<file path="config.mk">
export PLATFORM = sky130hd
export DESIGN_NAME = window_filter_top
export DESIGN_NICKNAME = d
export VERILOG_FILES = /design/src/common/window_pkg.sv /design/src/line_buffer/line_buffer.sv /design/src/window/window_datapath.sv /design/src/window/window_ctrl.sv /design/src/design/box_sum.sv /design/src/design/window_max.sv /design/src/design/result_combine.sv /design/src/design/window_filter_top.sv
export SDC_FILE = /design/constraint.sdc
export NUM_CORES = 2
export LEC_CHECK = 0
export ABC_CLOCK_PERIOD_IN_PS = 13100
export BUFFER_PORTS_ARGS = -buffer_cell sky130_fd_sc_hd__buf_4
export CORE_UTILIZATION = 60
export CTS_CLUSTER_DIAMETER = 80
export DETAILED_ROUTE_END_ITERATION = 10
export MAX_ROUTING_LAYER = met4
export PLACE_DENSITY = 0.82
export REMOVE_ABC_BUFFERS = 1
export SLEW_MARGIN = 20
export SYNTH_ARGS = -nofsm -noshare
export SYNTH_HDL_FRONTEND = slang
export SYNTH_SLANG_ARGS = --single-unit
</file>
<file path="constraint.sdc">
create_clock -name clk -period 13.1 [get_ports clk]
set_input_delay 1.31 -clock clk [delete_from_list [all_inputs] [get_ports clk]]
set_output_delay 1.31 -clock clk [all_outputs]
set_load 0.02 [all_outputs]
</file>
<file path="src/common/window_pkg.sv">
package window_pkg;

  localparam int WIN = 7; // window edge length.

  typedef logic [7:0] pixel_t;

  // r0 is the oldest line, r6 the line currently arriving.
  typedef struct packed {
    pixel_t r0;
    pixel_t r1;
    pixel_t r2;
    pixel_t r3;
    pixel_t r4;
    pixel_t r5;
    pixel_t r6;
  } column_t;

  // c0 is the oldest column, c6 the newest.
  typedef struct packed {
    column_t c0;
    column_t c1;
    column_t c2;
    column_t c3;
    column_t c4;
    column_t c5;
    column_t c6;
  } window_t;

  typedef logic [13:0] sum_t; // 49 * 255 fits in 14 bits.

  typedef enum logic [1:0] {
    MODE_MEAN,
    MODE_MAX,
    MODE_CONTRAST
  } mode_e;

  typedef enum logic [1:0] {
    ST_IDLE,
    ST_FRAME,
    ST_DRAIN
  } ctrl_state_e;

  typedef struct packed {
    logic valid;
    logic last;
  } stage_t;

endpackage

</file>
<file path="src/line_buffer/line_buffer.sv">
`timescale 1ns/1ps

module line_buffer import window_pkg::*; #(
  parameter int MAX_WIDTH = 32
) (
  input  logic                         clk,
  input  logic                         rst_n,
  input  logic                         wr_en_i,
  input  logic [$clog2(MAX_WIDTH)-1:0] col_idx_i,
  input  pixel_t                       pix_i,
  output column_t                      column_o
);

  localparam int ROWS = WIN - 1;

  // row_mem[0] holds the oldest stored line, row_mem[ROWS-1] the previous one.
  pixel_t row_mem [ROWS][MAX_WIDTH];
  pixel_t rd_pix  [ROWS];

  always_comb begin
    for (int k = 0; k < ROWS; k++) begin
      rd_pix[k] = row_mem[k][col_idx_i];
    end
  end

  assign column_o = {rd_pix[0], rd_pix[1], rd_pix[2], rd_pix[3], rd_pix[4], rd_pix[5], pix_i};

  // the column moves up one line, the oldest pixel drops out.
  always_ff @(posedge clk) begin
    if (wr_en_i) begin
      for (int k = 0; k < ROWS - 1; k++) begin
        row_mem[k][col_idx_i] <= rd_pix[k + 1];
      end
      row_mem[ROWS-1][col_idx_i] <= pix_i;
    end
  end

  a_idx_in_range: assert property (@(posedge clk) disable iff (!rst_n)
    wr_en_i |-> (32'(col_idx_i) < MAX_WIDTH));

endmodule

</file>
<file path="src/window/window_datapath.sv">
`timescale 1ns/1ps

module window_datapath import window_pkg::*; #(
  parameter int MAX_WIDTH = 32
) (
  input  logic                           clk,
  input  logic                           rst_n,
  input  logic                           clear_i,
  input  logic                           accept_i,
  input  logic                           advance_i,
  input  logic [$clog2(MAX_WIDTH+1)-1:0] img_size_i,
  input  column_t                        column_i,
  output logic [$clog2(MAX_WIDTH)-1:0]   col_idx_o,
  output window_t                        window_o,
  output logic                           win_full_o,
  output logic                           last_pix_o
);

  localparam int IDX_W  = $clog2(MAX_WIDTH);
  localparam int SIZE_W = $clog2(MAX_WIDTH + 1);

  logic [SIZE_W-1:0] size_q;
  logic [IDX_W-1:0]  col_q;
  logic [IDX_W-1:0]  row_q;
  logic              col_wrap;
  logic              row_last;
  column_t           col_dly_q;
  logic              dly_vld_q;
  window_t           win_q;

  assign col_wrap = (SIZE_W'(col_q) == size_q - SIZE_W'(1));
  assign row_last = (SIZE_W'(row_q) == size_q - SIZE_W'(1));

  always_ff @(posedge clk) begin
    if (clear_i) begin
      size_q <= img_size_i; // size is taken with the start pulse.
    end
  end

  always_ff @(posedge clk) begin
    if (!rst_n) begin
      col_q <= '0;
      row_q <= '0;
    end else if (clear_i) begin
      col_q <= '0;
      row_q <= '0;
    end else if (accept_i) begin
      if (col_wrap) begin
        col_q <= '0;
        row_q <= row_q + 1'b1;
      end else begin
        col_q <= col_q + 1'b1;
      end
    end
  end

  // the delay register holds the column until the window is free to shift.
  always_ff @(posedge clk) begin
    if (accept_i) begin
      col_dly_q <= column_i;
    end
  end

  always_ff @(posedge clk) begin
    if (!rst_n) begin
      dly_vld_q <= 1'b0;
    end else if (advance_i) begin
      dly_vld_q <= accept_i;
    end
  end

  always_ff @(posedge clk) begin
    if (advance_i && dly_vld_q) begin
      win_q.c0 <= win_q.c1;
      win_q.c1 <= win_q.c2;
      win_q.c2 <= win_q.c3;
      win_q.c3 <= win_q.c4;
      win_q.c4 <= win_q.c5;
      win_q.c5 <= win_q.c6;
      win_q.c6 <= col_dly_q;
    end
  end

  assign col_idx_o  = col_q;
  assign window_o   = win_q;
  assign win_full_o = (col_q >= IDX_W'(WIN - 1)) && (row_q >= IDX_W'(WIN - 1));
  assign last_pix_o = col_wrap && row_last;

  // input readiness is gated by the output stall in the top level.
  a_no_accept_in_stall: assert property (@(posedge clk) disable iff (!rst_n)
    accept_i |-> advance_i);

endmodule

</file>
<file path="src/window/window_ctrl.sv">
`timescale 1ns/1ps

module window_ctrl import window_pkg::*; (
  input  logic   clk,
  input  logic   rst_n,
  input  logic   start_i,
  input  logic   accept_i,
  input  logic   advance_i,
  input  logic   win_full_i,
  input  logic   last_pix_i,
  input  logic   out_last_i,
  output logic   in_frame_o,
  output logic   clear_o,
  output stage_t stage_o,
  output logic   frame_done_o
);

  ctrl_state_e state_q;
  ctrl_state_e state_d;
  stage_t      stage_dly_q;
  stage_t      stage_win_q;
  logic        done_q;
  logic        drain_end;

  assign clear_o   = (state_q == ST_IDLE) && start_i;
  assign drain_end = (state_q == ST_DRAIN) && out_last_i && advance_i;

  always_comb begin
    state_d = state_q;
    unique case (state_q)
      ST_IDLE:  if (start_i) state_d = ST_FRAME;
      ST_FRAME: if (accept_i && last_pix_i) state_d = ST_DRAIN;
      ST_DRAIN: if (drain_end) state_d = ST_IDLE;
      default:  state_d = ST_IDLE;
    endcase
  end

  always_ff @(posedge clk) begin
    if (!rst_n) begin
      state_q <= ST_IDLE;
      done_q  <= 1'b0;
    end else begin
      state_q <= state_d;
      done_q  <= drain_end;
    end
  end

  // two stages follow the delay and window registers of the datapath.
  always_ff @(posedge clk) begin
    if (!rst_n) begin
      stage_dly_q <= '0;
      stage_win_q <= '0;
    end else if (advance_i) begin
      stage_dly_q.valid <= accept_i && win_full_i;
      stage_dly_q.last  <= accept_i && last_pix_i;
      stage_win_q       <= stage_dly_q;
    end
  end

  assign in_frame_o   = (state_q == ST_FRAME);
  assign stage_o      = stage_win_q;
  assign frame_done_o = done_q;

  a_start_ignored: assert property (@(posedge clk) disable iff (!rst_n)
    (state_q == ST_FRAME && start_i && !(accept_i && last_pix_i)) |=> state_q == ST_FRAME);

endmodule

</file>
<file path="src/design/box_sum.sv">
`timescale 1ns/1ps

module box_sum import window_pkg::*; (
  input  logic    clk,
  input  logic    rst_n,
  input  logic    advance_i,
  input  window_t window_i,
  input  stage_t  stage_i,
  output sum_t    sum_o,
  output stage_t  stage_o
);

  localparam int NPIX   = WIN * WIN;
  localparam int LEAVES = 2 ** $clog2(NPIX);

  pixel_t [NPIX-1:0] pix;
  sum_t              node [LEAVES];

  assign pix = window_i;

  always_comb begin
    for (int i = 0; i < LEAVES; i++) begin
      node[i] = (i < NPIX) ? sum_t'(pix[i]) : '0;
    end
    // each pass adds neighbour pairs in place and halves the live width.
    for (int w = LEAVES / 2; w > 0; w = w / 2) begin
      for (int i = 0; i < w; i++) begin
        node[i] = node[2*i] + node[2*i+1];
      end
    end
  end

  always_ff @(posedge clk) begin
    if (!rst_n) begin
      sum_o   <= '0;
      stage_o <= '0;
    end else if (advance_i) begin
      sum_o   <= node[0];
      stage_o <= stage_i;
    end
  end

endmodule

</file>
<file path="src/design/window_max.sv">
`timescale 1ns/1ps

module window_max import window_pkg::*; (
  input  logic    clk,
  input  logic    rst_n,
  input  logic    advance_i,
  input  window_t window_i,
  output pixel_t  max_o
);

  localparam int NPIX   = WIN * WIN;
  localparam int LEAVES = 2 ** $clog2(NPIX);

  pixel_t [NPIX-1:0] pix;
  pixel_t            node [LEAVES];

  assign pix = window_i;

  always_comb begin
    for (int i = 0; i < LEAVES; i++) begin
      node[i] = (i < NPIX) ? pix[i] : '0; // zero padding never wins.
    end
    for (int w = LEAVES / 2; w > 0; w = w / 2) begin
      for (int i = 0; i < w; i++) begin
        node[i] = (node[2*i] > node[2*i+1]) ? node[2*i] : node[2*i+1];
      end
    end
  end

  always_ff @(posedge clk) begin
    if (!rst_n) begin
      max_o <= '0;
    end else if (advance_i) begin
      max_o <= node[0];
    end
  end

endmodule

</file>
<file path="src/design/result_combine.sv">
`timescale 1ns/1ps

module result_combine import window_pkg::*; (
  input  logic   clk,
  input  logic   rst_n,
  input  logic   advance_i,
  input  mode_e  mode_i,
  input  sum_t   sum_i,
  input  pixel_t max_i,
  input  stage_t stage_i,
  output logic   res_valid_o,
  output pixel_t res_data_o,
  output logic   res_last_o
);

  // 1338 / 65536 is close to 1 / 49.
  localparam int MEAN_MUL   = 1338;
  localparam int MEAN_SHIFT = 16;

  logic [24:0] product;
  logic [8:0]  mean_wide;
  pixel_t      mean;
  pixel_t      contrast;
  pixel_t      result;

  assign product   = sum_i * 25'(MEAN_MUL);
  assign mean_wide = 9'(product >> MEAN_SHIFT);
  assign mean      = mean_wide[7:0];
  assign contrast  = (max_i > mean) ? max_i - mean : '0;

  always_comb begin
    unique case (mode_i)
      MODE_MAX:      result = max_i;
      MODE_CONTRAST: result = contrast;
      default:       result = mean;
    endcase
  end

  always_ff @(posedge clk) begin
    if (!rst_n) begin
      res_valid_o <= 1'b0;
      res_last_o  <= 1'b0;
    end else if (advance_i) begin
      res_valid_o <= stage_i.valid;
      res_last_o  <= stage_i.last;
    end
  end

  always_ff @(posedge clk) begin
    if (advance_i) begin
      res_data_o <= result;
    end
  end

  a_mean_fits: assert property (@(posedge clk) disable iff (!rst_n)
    stage_i.valid |-> (mean_wide <= 9'd255));

endmodule

</file>
<file path="src/design/window_filter_top.sv">
`timescale 1ns/1ps

module window_filter_top import window_pkg::*; #(
  parameter int MAX_WIDTH = 32
) (
  input  logic                           clk,
  input  logic                           rst_n,
  input  logic                           start_i,
  input  logic [$clog2(MAX_WIDTH+1)-1:0] img_size_i,
  input  mode_e                          mode_i,
  input  logic                           pix_valid_i,
  input  pixel_t                         pix_data_i,
  output logic                           pix_ready_o,
  output logic                           res_valid_o,
  output pixel_t                         res_data_o,
  input  logic                           res_ready_i,
  output logic                           frame_done_o
);

  localparam int IDX_W = $clog2(MAX_WIDTH);

  logic             advance;
  logic             accept;
  logic             in_frame;
  logic             clear;
  logic [IDX_W-1:0] col_idx;
  column_t          column;
  window_t          window;
  logic             win_full;
  logic             last_pix;
  stage_t           stage_win;
  stage_t           stage_sum;
  sum_t             sum;
  pixel_t           max_val;
  mode_e            mode_q;
  logic             res_last;

  // every stage moves only when the output register can take a new value.
  assign advance     = !res_valid_o || res_ready_i;
  assign pix_ready_o = in_frame && advance;
  assign accept      = pix_valid_i && pix_ready_o;

  always_ff @(posedge clk) begin
    if (clear) begin
      mode_q <= mode_i;
    end
  end

  line_buffer #(.MAX_WIDTH(MAX_WIDTH)) u_line_buffer (
    .clk       (clk),
    .rst_n     (rst_n),
    .wr_en_i   (accept),
    .col_idx_i (col_idx),
    .pix_i     (pix_data_i),
    .column_o  (column)
  );

  window_datapath #(.MAX_WIDTH(MAX_WIDTH)) u_window_datapath (
    .clk        (clk),
    .rst_n      (rst_n),
    .clear_i    (clear),
    .accept_i   (accept),
    .advance_i  (advance),
    .img_size_i (img_size_i),
    .column_i   (column),
    .col_idx_o  (col_idx),
    .window_o   (window),
    .win_full_o (win_full),
    .last_pix_o (last_pix)
  );

  window_ctrl u_window_ctrl (
    .clk          (clk),
    .rst_n        (rst_n),
    .start_i      (start_i),
    .accept_i     (accept),
    .advance_i    (advance),
    .win_full_i   (win_full),
    .last_pix_i   (last_pix),
    .out_last_i   (res_last),
    .in_frame_o   (in_frame),
    .clear_o      (clear),
    .stage_o      (stage_win),
    .frame_done_o (frame_done_o)
  );

  box_sum u_box_sum (
    .clk       (clk),
    .rst_n     (rst_n),
    .advance_i (advance),
    .window_i  (window),
    .stage_i   (stage_win),
    .sum_o     (sum),
    .stage_o   (stage_sum)
  );

  window_max u_window_max (
    .clk       (clk),
    .rst_n     (rst_n),
    .advance_i (advance),
    .window_i  (window),
    .max_o     (max_val)
  );

  result_combine u_result_combine (
    .clk         (clk),
    .rst_n       (rst_n),
    .advance_i   (advance),
    .mode_i      (mode_q),
    .sum_i       (sum),
    .max_i       (max_val),
    .stage_i     (stage_sum),
    .res_valid_o (res_valid_o),
    .res_data_o  (res_data_o),
    .res_last_o  (res_last)
  );

endmodule

</file>
# Word-level counts from Yosys, hierarchy flattened
# Memory sizes are Yosys's and may differ from the RTL's.
# Index checks and enable logic that the tools add are counted.
[op_classes]
eq_ne = 9
multipliers = 1
mux = 81
magnitude_cmp = 57
n_reduce_logical = 17
n_bitwise = 2
add_sub_neg = 52
[op_table]
columns = ["cell", "n"]
rows = [
  ["$mux 8", 66],
  ["$gt 8x8->1", 49],
  ["$add 14x14->14", 23],
  ["$mux 256", 1],
  ["$bmux 8 s5", 6],
  ["$add 8x8->9", 24],
  ["$demux 8 s5", 1],
  ["$gt 8x1->1 const B", 4],
  ["$mul 14x10->23 const B", 1],
  ["$pmux 8 s2", 1],
  ["$add 14x8->14", 1],
  ["$eq 5x6->1", 2],
  ["$logic_and 1x1->1", 11],
  ["$add 5x1->5 const B", 2],
  ["$ge 5x3->1 const B", 2],
  ["$sub 8x8->8", 1],
  ["$ge 6x6->1 const B", 1],
  ["$lt 6x1->1 const B", 1],
  ["$mux 2", 3],
  ["$not 5->6", 1],
  ["$pmux 2 s3", 1],
  ["$sub 6x1->6 const B", 1],
  ["$mux 5", 1],
  ["$eq 2x1->1 const B", 2],
  ["11 further kinds", 13],
]
[word_totals]
register_bits = 508
input_bits = 21
memories = 1
mem_bits_rw = 1536
output_inout_bits = 11
wordCells = 294
[mem_list]
columns = ["name", "words", "width", "rd", "rd_clocked_by_memory_dff", "wr", "line_no", "source"]
rows = [
  ["u_line_buffer.row_mem", 6, 256, 6, 0, 6, "line_buffer.sv:17", "pixel_t row_mem [ROWS][MAX_WIDTH];"],
]

# Depth between registers and ports, before layout
[logic_depth]
ltp_word = 12
mapped_depth = 65
ltp_nobuf = 60

# Cells and area by module
# Synthesis repeated with hierarchy kept, for this count alone.
[unflattened]
hier_cells = 7206
area_unflattened_um2 = 102987.5
[modules_own_cells]
columns = ["module", "cells_each", "n_inst", "seq_area_each_um2", "area_each_um2"]
rows = [
  ["line_buffer", 3076, 1, 46124.2, 58225.8],
  ["window_max", 2076, 1, 160.2, 15178.3],
  ["window_datapath", 565, 1, 13853.3, 14495.2],
  ["box_sum", 1089, 1, 320.3, 11200.7],
  ["result_combine", 367, 1, 280.3, 3510.9],
  ["window_ctrl", 28, 1, 140.1, 290.3],
  ["window_filter_top", 5, 1, 60.1, 86.3],
]

# Worst setup path before layout
# OpenSTA, ideal clock, no wires.
[synth_path]
kind = "input-to-reg"
start = "input port res_ready_i"
end = "register u_window_datapath.win_q, in the netlist u_window_datapath.window_o[0], enable pin"
path_stages = 4
setup_ns = 0.806
arrival_ns = 10.889
t_required_ns = 12.294
setup_slack_ns = 1.405
path_buffers = 1
path_cell_list = "nor2b_1 -> clkinv_1 -> clkbuf_1 -> and2_1"
[synth_via]
elab_chain_cells = 2
[synth_lines]
columns = ["element", "line_no", "source"]
rows = [
  ["start, declared", "window_filter_top.sv:16", "input logic res_ready_i,"],
  ["$logic_or 1x1->1", "window_filter_top.sv:39", "assign advance = !res_valid_o || res_ready_i;"],
  ["net advance", "window_filter_top.sv:22", "logic advance;"],
  ["$logic_and 1x1->1", "window_datapath.sv:73", "if (advance_i && dly_vld_q) begin"],
  ["end, declared", "window_datapath.sv:29", "window_t win_q;"],
]
# The timed path passes the listed nets, and every way through them passes these cells.
# A chain may end at the register's enable or synchronous reset.

# Worst setup path after layout
[layout_path]
start = "register u_window_datapath.win_q, in the netlist u_window_datapath.window_o[13]"
end = "register u_window_max.max_o[5]"
[layout_via]
elab_chain_cells = 12
[layout_lines]
columns = ["element", "line_no", "source"]
rows = [
  ["$gt 8x8->1", "window_max.sv:25", "node[i] = (node[2*i] > node[2*i+1]) ? node[2*i] : node[2*i+1];"],
  ["$mux 8 *", "window_max.sv:25", ""],
  ["$gt 8x8->1", "window_max.sv:25", ""],
  ["$mux 8 *", "window_max.sv:25", ""],
  ["$gt 8x8->1", "window_max.sv:25", ""],
  ["$mux 8 *", "window_max.sv:25", ""],
  ["$gt 8x8->1", "window_max.sv:25", ""],
  ["$mux 8 *", "window_max.sv:25", ""],
  ["$gt 8x8->1", "window_max.sv:25", ""],
  ["$mux 8 *", "window_max.sv:25", ""],
  ["$gt 8x8->1", "window_max.sv:25", ""],
  ["$mux 8 *", "window_max.sv:25", ""],
  ["end signal, assigned", "window_max.sv:34", "max_o <= node[0];"],
  ["end, declared", "window_max.sv:8", "output pixel_t max_o"],
]
# Mark *: on every way between the ends. The rest lies on a longest branch, timed or not.

==> results.json <==
{
  "synthCells": 6689,
  "die_x_um": 414,
  "post-route-period-util_pct": 93.9,
  "wire_per_inst_um": 33.8,
  "r2r_setup_slack_ps": 810,
  "rsz0062_at_grt": "false",
  "r2r_cells": 53,
  "drt-initial-drc-count": 9040,
  "dr.pass1.iters": 6,
  "layout-drive-gt1-share_pct": 13.8,
  "hold_violations": 0,
  "async_flop_share_pct": 0,
  "cts_buffers": 197,
  "layout_common_cells": "edfxtp_1, ha_1, inv_1, nor2_1, mux4_2",
  "initial_core_util_pct": 60.7,
  "yosys.area.top_type_share_pct": 58.9,
  "finalCriticalPeriod_ps": 12290,
  "port_buffers": 31,
  "ys_seq_area_share_pct": 59.7,
  "syn-cell-area_um2": 102000,
  "cts_hold_buf": 0,
  "status": "finished, final reports clean",
  "route.final.wire_length_um": 313000,
  "synth-main-ff-cell": "edfxtp_1",
  "critPathSlowestCell": "o211ai_2",
  "hold_path_class": "reg2reg",
  "htree_levels": 4,
  "clock_sinks": 2044,
  "ys_types": 96,
  "r2r_end": "u_window_max.max_o[5]",
  "cp.arrival_ps": 12970,
  "synth_edf_count": 2000,
  "leakagePower_nw": 41.4,
  "worstReg2RegStart": "u_window_datapath.window_o[13]",
  "stdcell_area_um2": 112000,
  "worstPathRequired_ps": 13780,
  "root_buffer": "clkbuf_16",
  "synthXorXnorAreaFrac_pct": 1.77,
  "relSlewSlack_pct": 22.7,
  "fin_tns_setup_ps": 0,
  "synth_compound_area_share_pct": 5.94,
  "ys_ff_latch": 2044,
  "finClkSkew_ps": 97.8,
  "post-dp-hpwl_um": 185000,
  "nets": 7841,
  "drc": 0,
  "yosys.area_share.simple_pct": 5.05,
  "rows": 150,
  "die_y_um": 414,
  "setup_violations": 0,
  "slowest_delay_ps": 640,
  "areaGrowthSynthToFinish_pct": 10.2,
  "ant_nets": 0,
  "peakVddDrop_v": 0.00133,
  "hold_end": "u_window_datapath.window_o[19]",
  "post_cts_buffers": 0,
  "grt_pass1_wl_um": 445000,
  "antenna_found_initial": 2,
  "cp_max_fo": 16,
  "p_total_mw": 24.0,
  "synth_adder_area_share_pct": 13.6,
  "max-cap-violations": 0,
  "fmax_ghz": 0.0813,
  "hold-worst-slack_ps": 399,
  "hold-path-cell-count": 0,
  "place_area_um2": 105000,
  "cp-end-kind": "flop",
  "clk_path_buf_depth": 3,
  "ys_top_cells_by_area": "edfxtp_1, mux4_2, ha_1",
  "powerDensity_nw_per_um2": 213,
  "floorplan.die_area_um2": 172000,
  "slew_viol_final": 0,
  "cts_tree": "built",
  "synth_top_family_by_area": "adder cells",
  "grt_pass1_vias": 63400,
  "viasPerCell": 6.86,
  "final_common_cell": "edfxtp_1",
  "cts_resized": 0,
  "start_kind": "flop",
  "worst_slew_pin_slew_ps": 1160,
  "utilization_pct": 66.9,
  "grt_max_degree": 99,
  "muxShareOfSynthArea_pct": 10.8,
  "dr_total_vias": 63500,
  "core_um2": 168000,
  "ioPinCount": 32,
  "critPathKind": "reg2reg",
  "clock_latency_ps": 880,
  "grt_util_all_layers_pct": 37.5,
  "hold_path_startpoint": "u_window_datapath.col_dly_q[19]",
  "synth_warnings": 0,
  "grt_overflow_total": 0,
  "clkTransAtPathRegs_ps": 70,
  "avgSynthCellArea_um2": 15.3,
  "synth_area_leader_cell": "edfxtp_1",
  "gp_congestion": 0.976
}
-- cells in the mapped netlist, types with 6 or more instances --
library cell / number
nor3b_1: 7
inv_1: 650
a21o_1: 83
dfxtp_1: 44
nor2_1: 634
edfxtp_1: 2000
o21ai_1: 11
fa_1: 264
clkbuf_1: 110
nor3_1: 23
mux2_2: 55
buf_1: 56
buf_2: 7
a32o_1: 6
a211o_1: 12
and3_1: 28
o211ai_1: 28
xor2_1: 70
or2_2: 6
or3_1: 9
o21bai_1: 28
nand3_1: 71
o21a_1: 36
a211oi_1: 18
mux4_2: 384
and2_1: 21
nor2b_1: 37
nand4_1: 99
o22ai_1: 9
o21ai_0: 106
ha_1: 686
a221oi_1: 7
and4_1: 7
nand2b_1: 22
nand2_1: 154
a21oi_1: 261
a22oi_1: 201
a21boi_0: 15
mux2i_1: 170
o211a_1: 6
xnor2_1: 134
a31oi_1: 7
-- sequential cells by signal, summed over array words and instances, names as in the netlist, 2 cells and up --
name,flops
u_window_ctrl.state_q,2
u_window_datapath.row_q,5
mode_q,2
u_window_ctrl.stage_dly_q,2
u_window_ctrl.stage_o,2
u_box_sum.stage_o,2
u_window_max.max_o,8
u_line_buffer.row_mem,1536
u_window_datapath.size_q,6
u_result_combine.res_data_o,8
u_window_datapath.col_dly_q,56
u_box_sum.sum_o,14
u_window_datapath.col_idx_o,5
u_window_datapath.window_o,392
-- worst max path at each step --
| stage | startpoint | endpoint | slack (ps) | depth (start not counted) |
|---|---|---|---|---|
| 4_1_cts | u_window_datapath.window_o[49] | u_window_max.max_o[3] | 540 | 54 |
| 3_3_place_gp | u_window_datapath.window_o[241] | u_window_max.max_o[7] | 640 | 52 |
| 2_1_floorplan | u_window_datapath.col_idx_o[0] | u_line_buffer.row_mem[0][64] | -7570 | 3 |
| 6_report | u_window_datapath.window_o[13] | u_window_max.max_o[5] | 810 | 53 |
| 3_5_place_dp | u_window_datapath.window_o[241] | u_window_max.max_o[3] | 620 | 53 |
| 5_1_grt | u_window_datapath.window_o[233] | u_window_max.max_o[3] | 2 | 56 |
-- area by class of cell --
class | count | area (um^2)
Antenna cell | 4 | 10.0
Clock buffer | 239 | 5170
Clock inverter | 131 | 1480
Fill cell | 10600 | 55600
Inverter | 651 | 2440
Multi-Input combinational cell | 3820 | 38300
Sequential cell | 2044 | 60900
Tap cell | 2204 | 2760
Timing Repair Buffer | 156 | 1340
-- report_power, final --
group / switching (mW) / total (mW) / leakage [nW] / internal (mW)
sequential: 0.134 / 7.49 / 18.4 / 7.36
combinational: 5.75 / 10.5 / 19.7 / 4.75
clock: 2.67 / 6.00 / 3.22 / 3.33
total: 8.56 / 24.0 / 41.4 / 15.4
-- logic make-up after synthesis --
family	count (synthesis)
DFF	2044
and+or+nand+nor	1147
adders and majority gates	955
AOI/OAI and AO/OA	900
buffers and inverters	825
muxes	613
xor gates and xnor gates	205
-- per-stage QoR --
stage	cells	worst slack, ps
finish	9249	806
global route	9246	1.94
CTS	9220	537
detailed placement	8850	616
global placement	8849	644
floorplan	6515	-7570
-- worst max-delay path, delay by kind of cell, from the launching register on --
family / cells / cell delay, ps
muxes: 4 / 1400
DFF: 1 / 620
buffers and inverters: 5 / 710
adders and majority gates: 6 / 1930
and+or+nand+nor: 13 / 1880
AOI/OAI and AO/OA: 25 / 5530
-- layer usage --
layer | wire (um) | GRT usage, % | vias to the layer above
met5 | 0 | - | -
met2 | 152000 | 60.2 | 5146
met3 | 32900 | 6.67 | 1292
met4 | 22500 | 22.1 | 0
li1 | - | - | 25500
met1 | 105000 | 44.7 | 31500
Note: power is estimated with default switching activity, not from simulation.
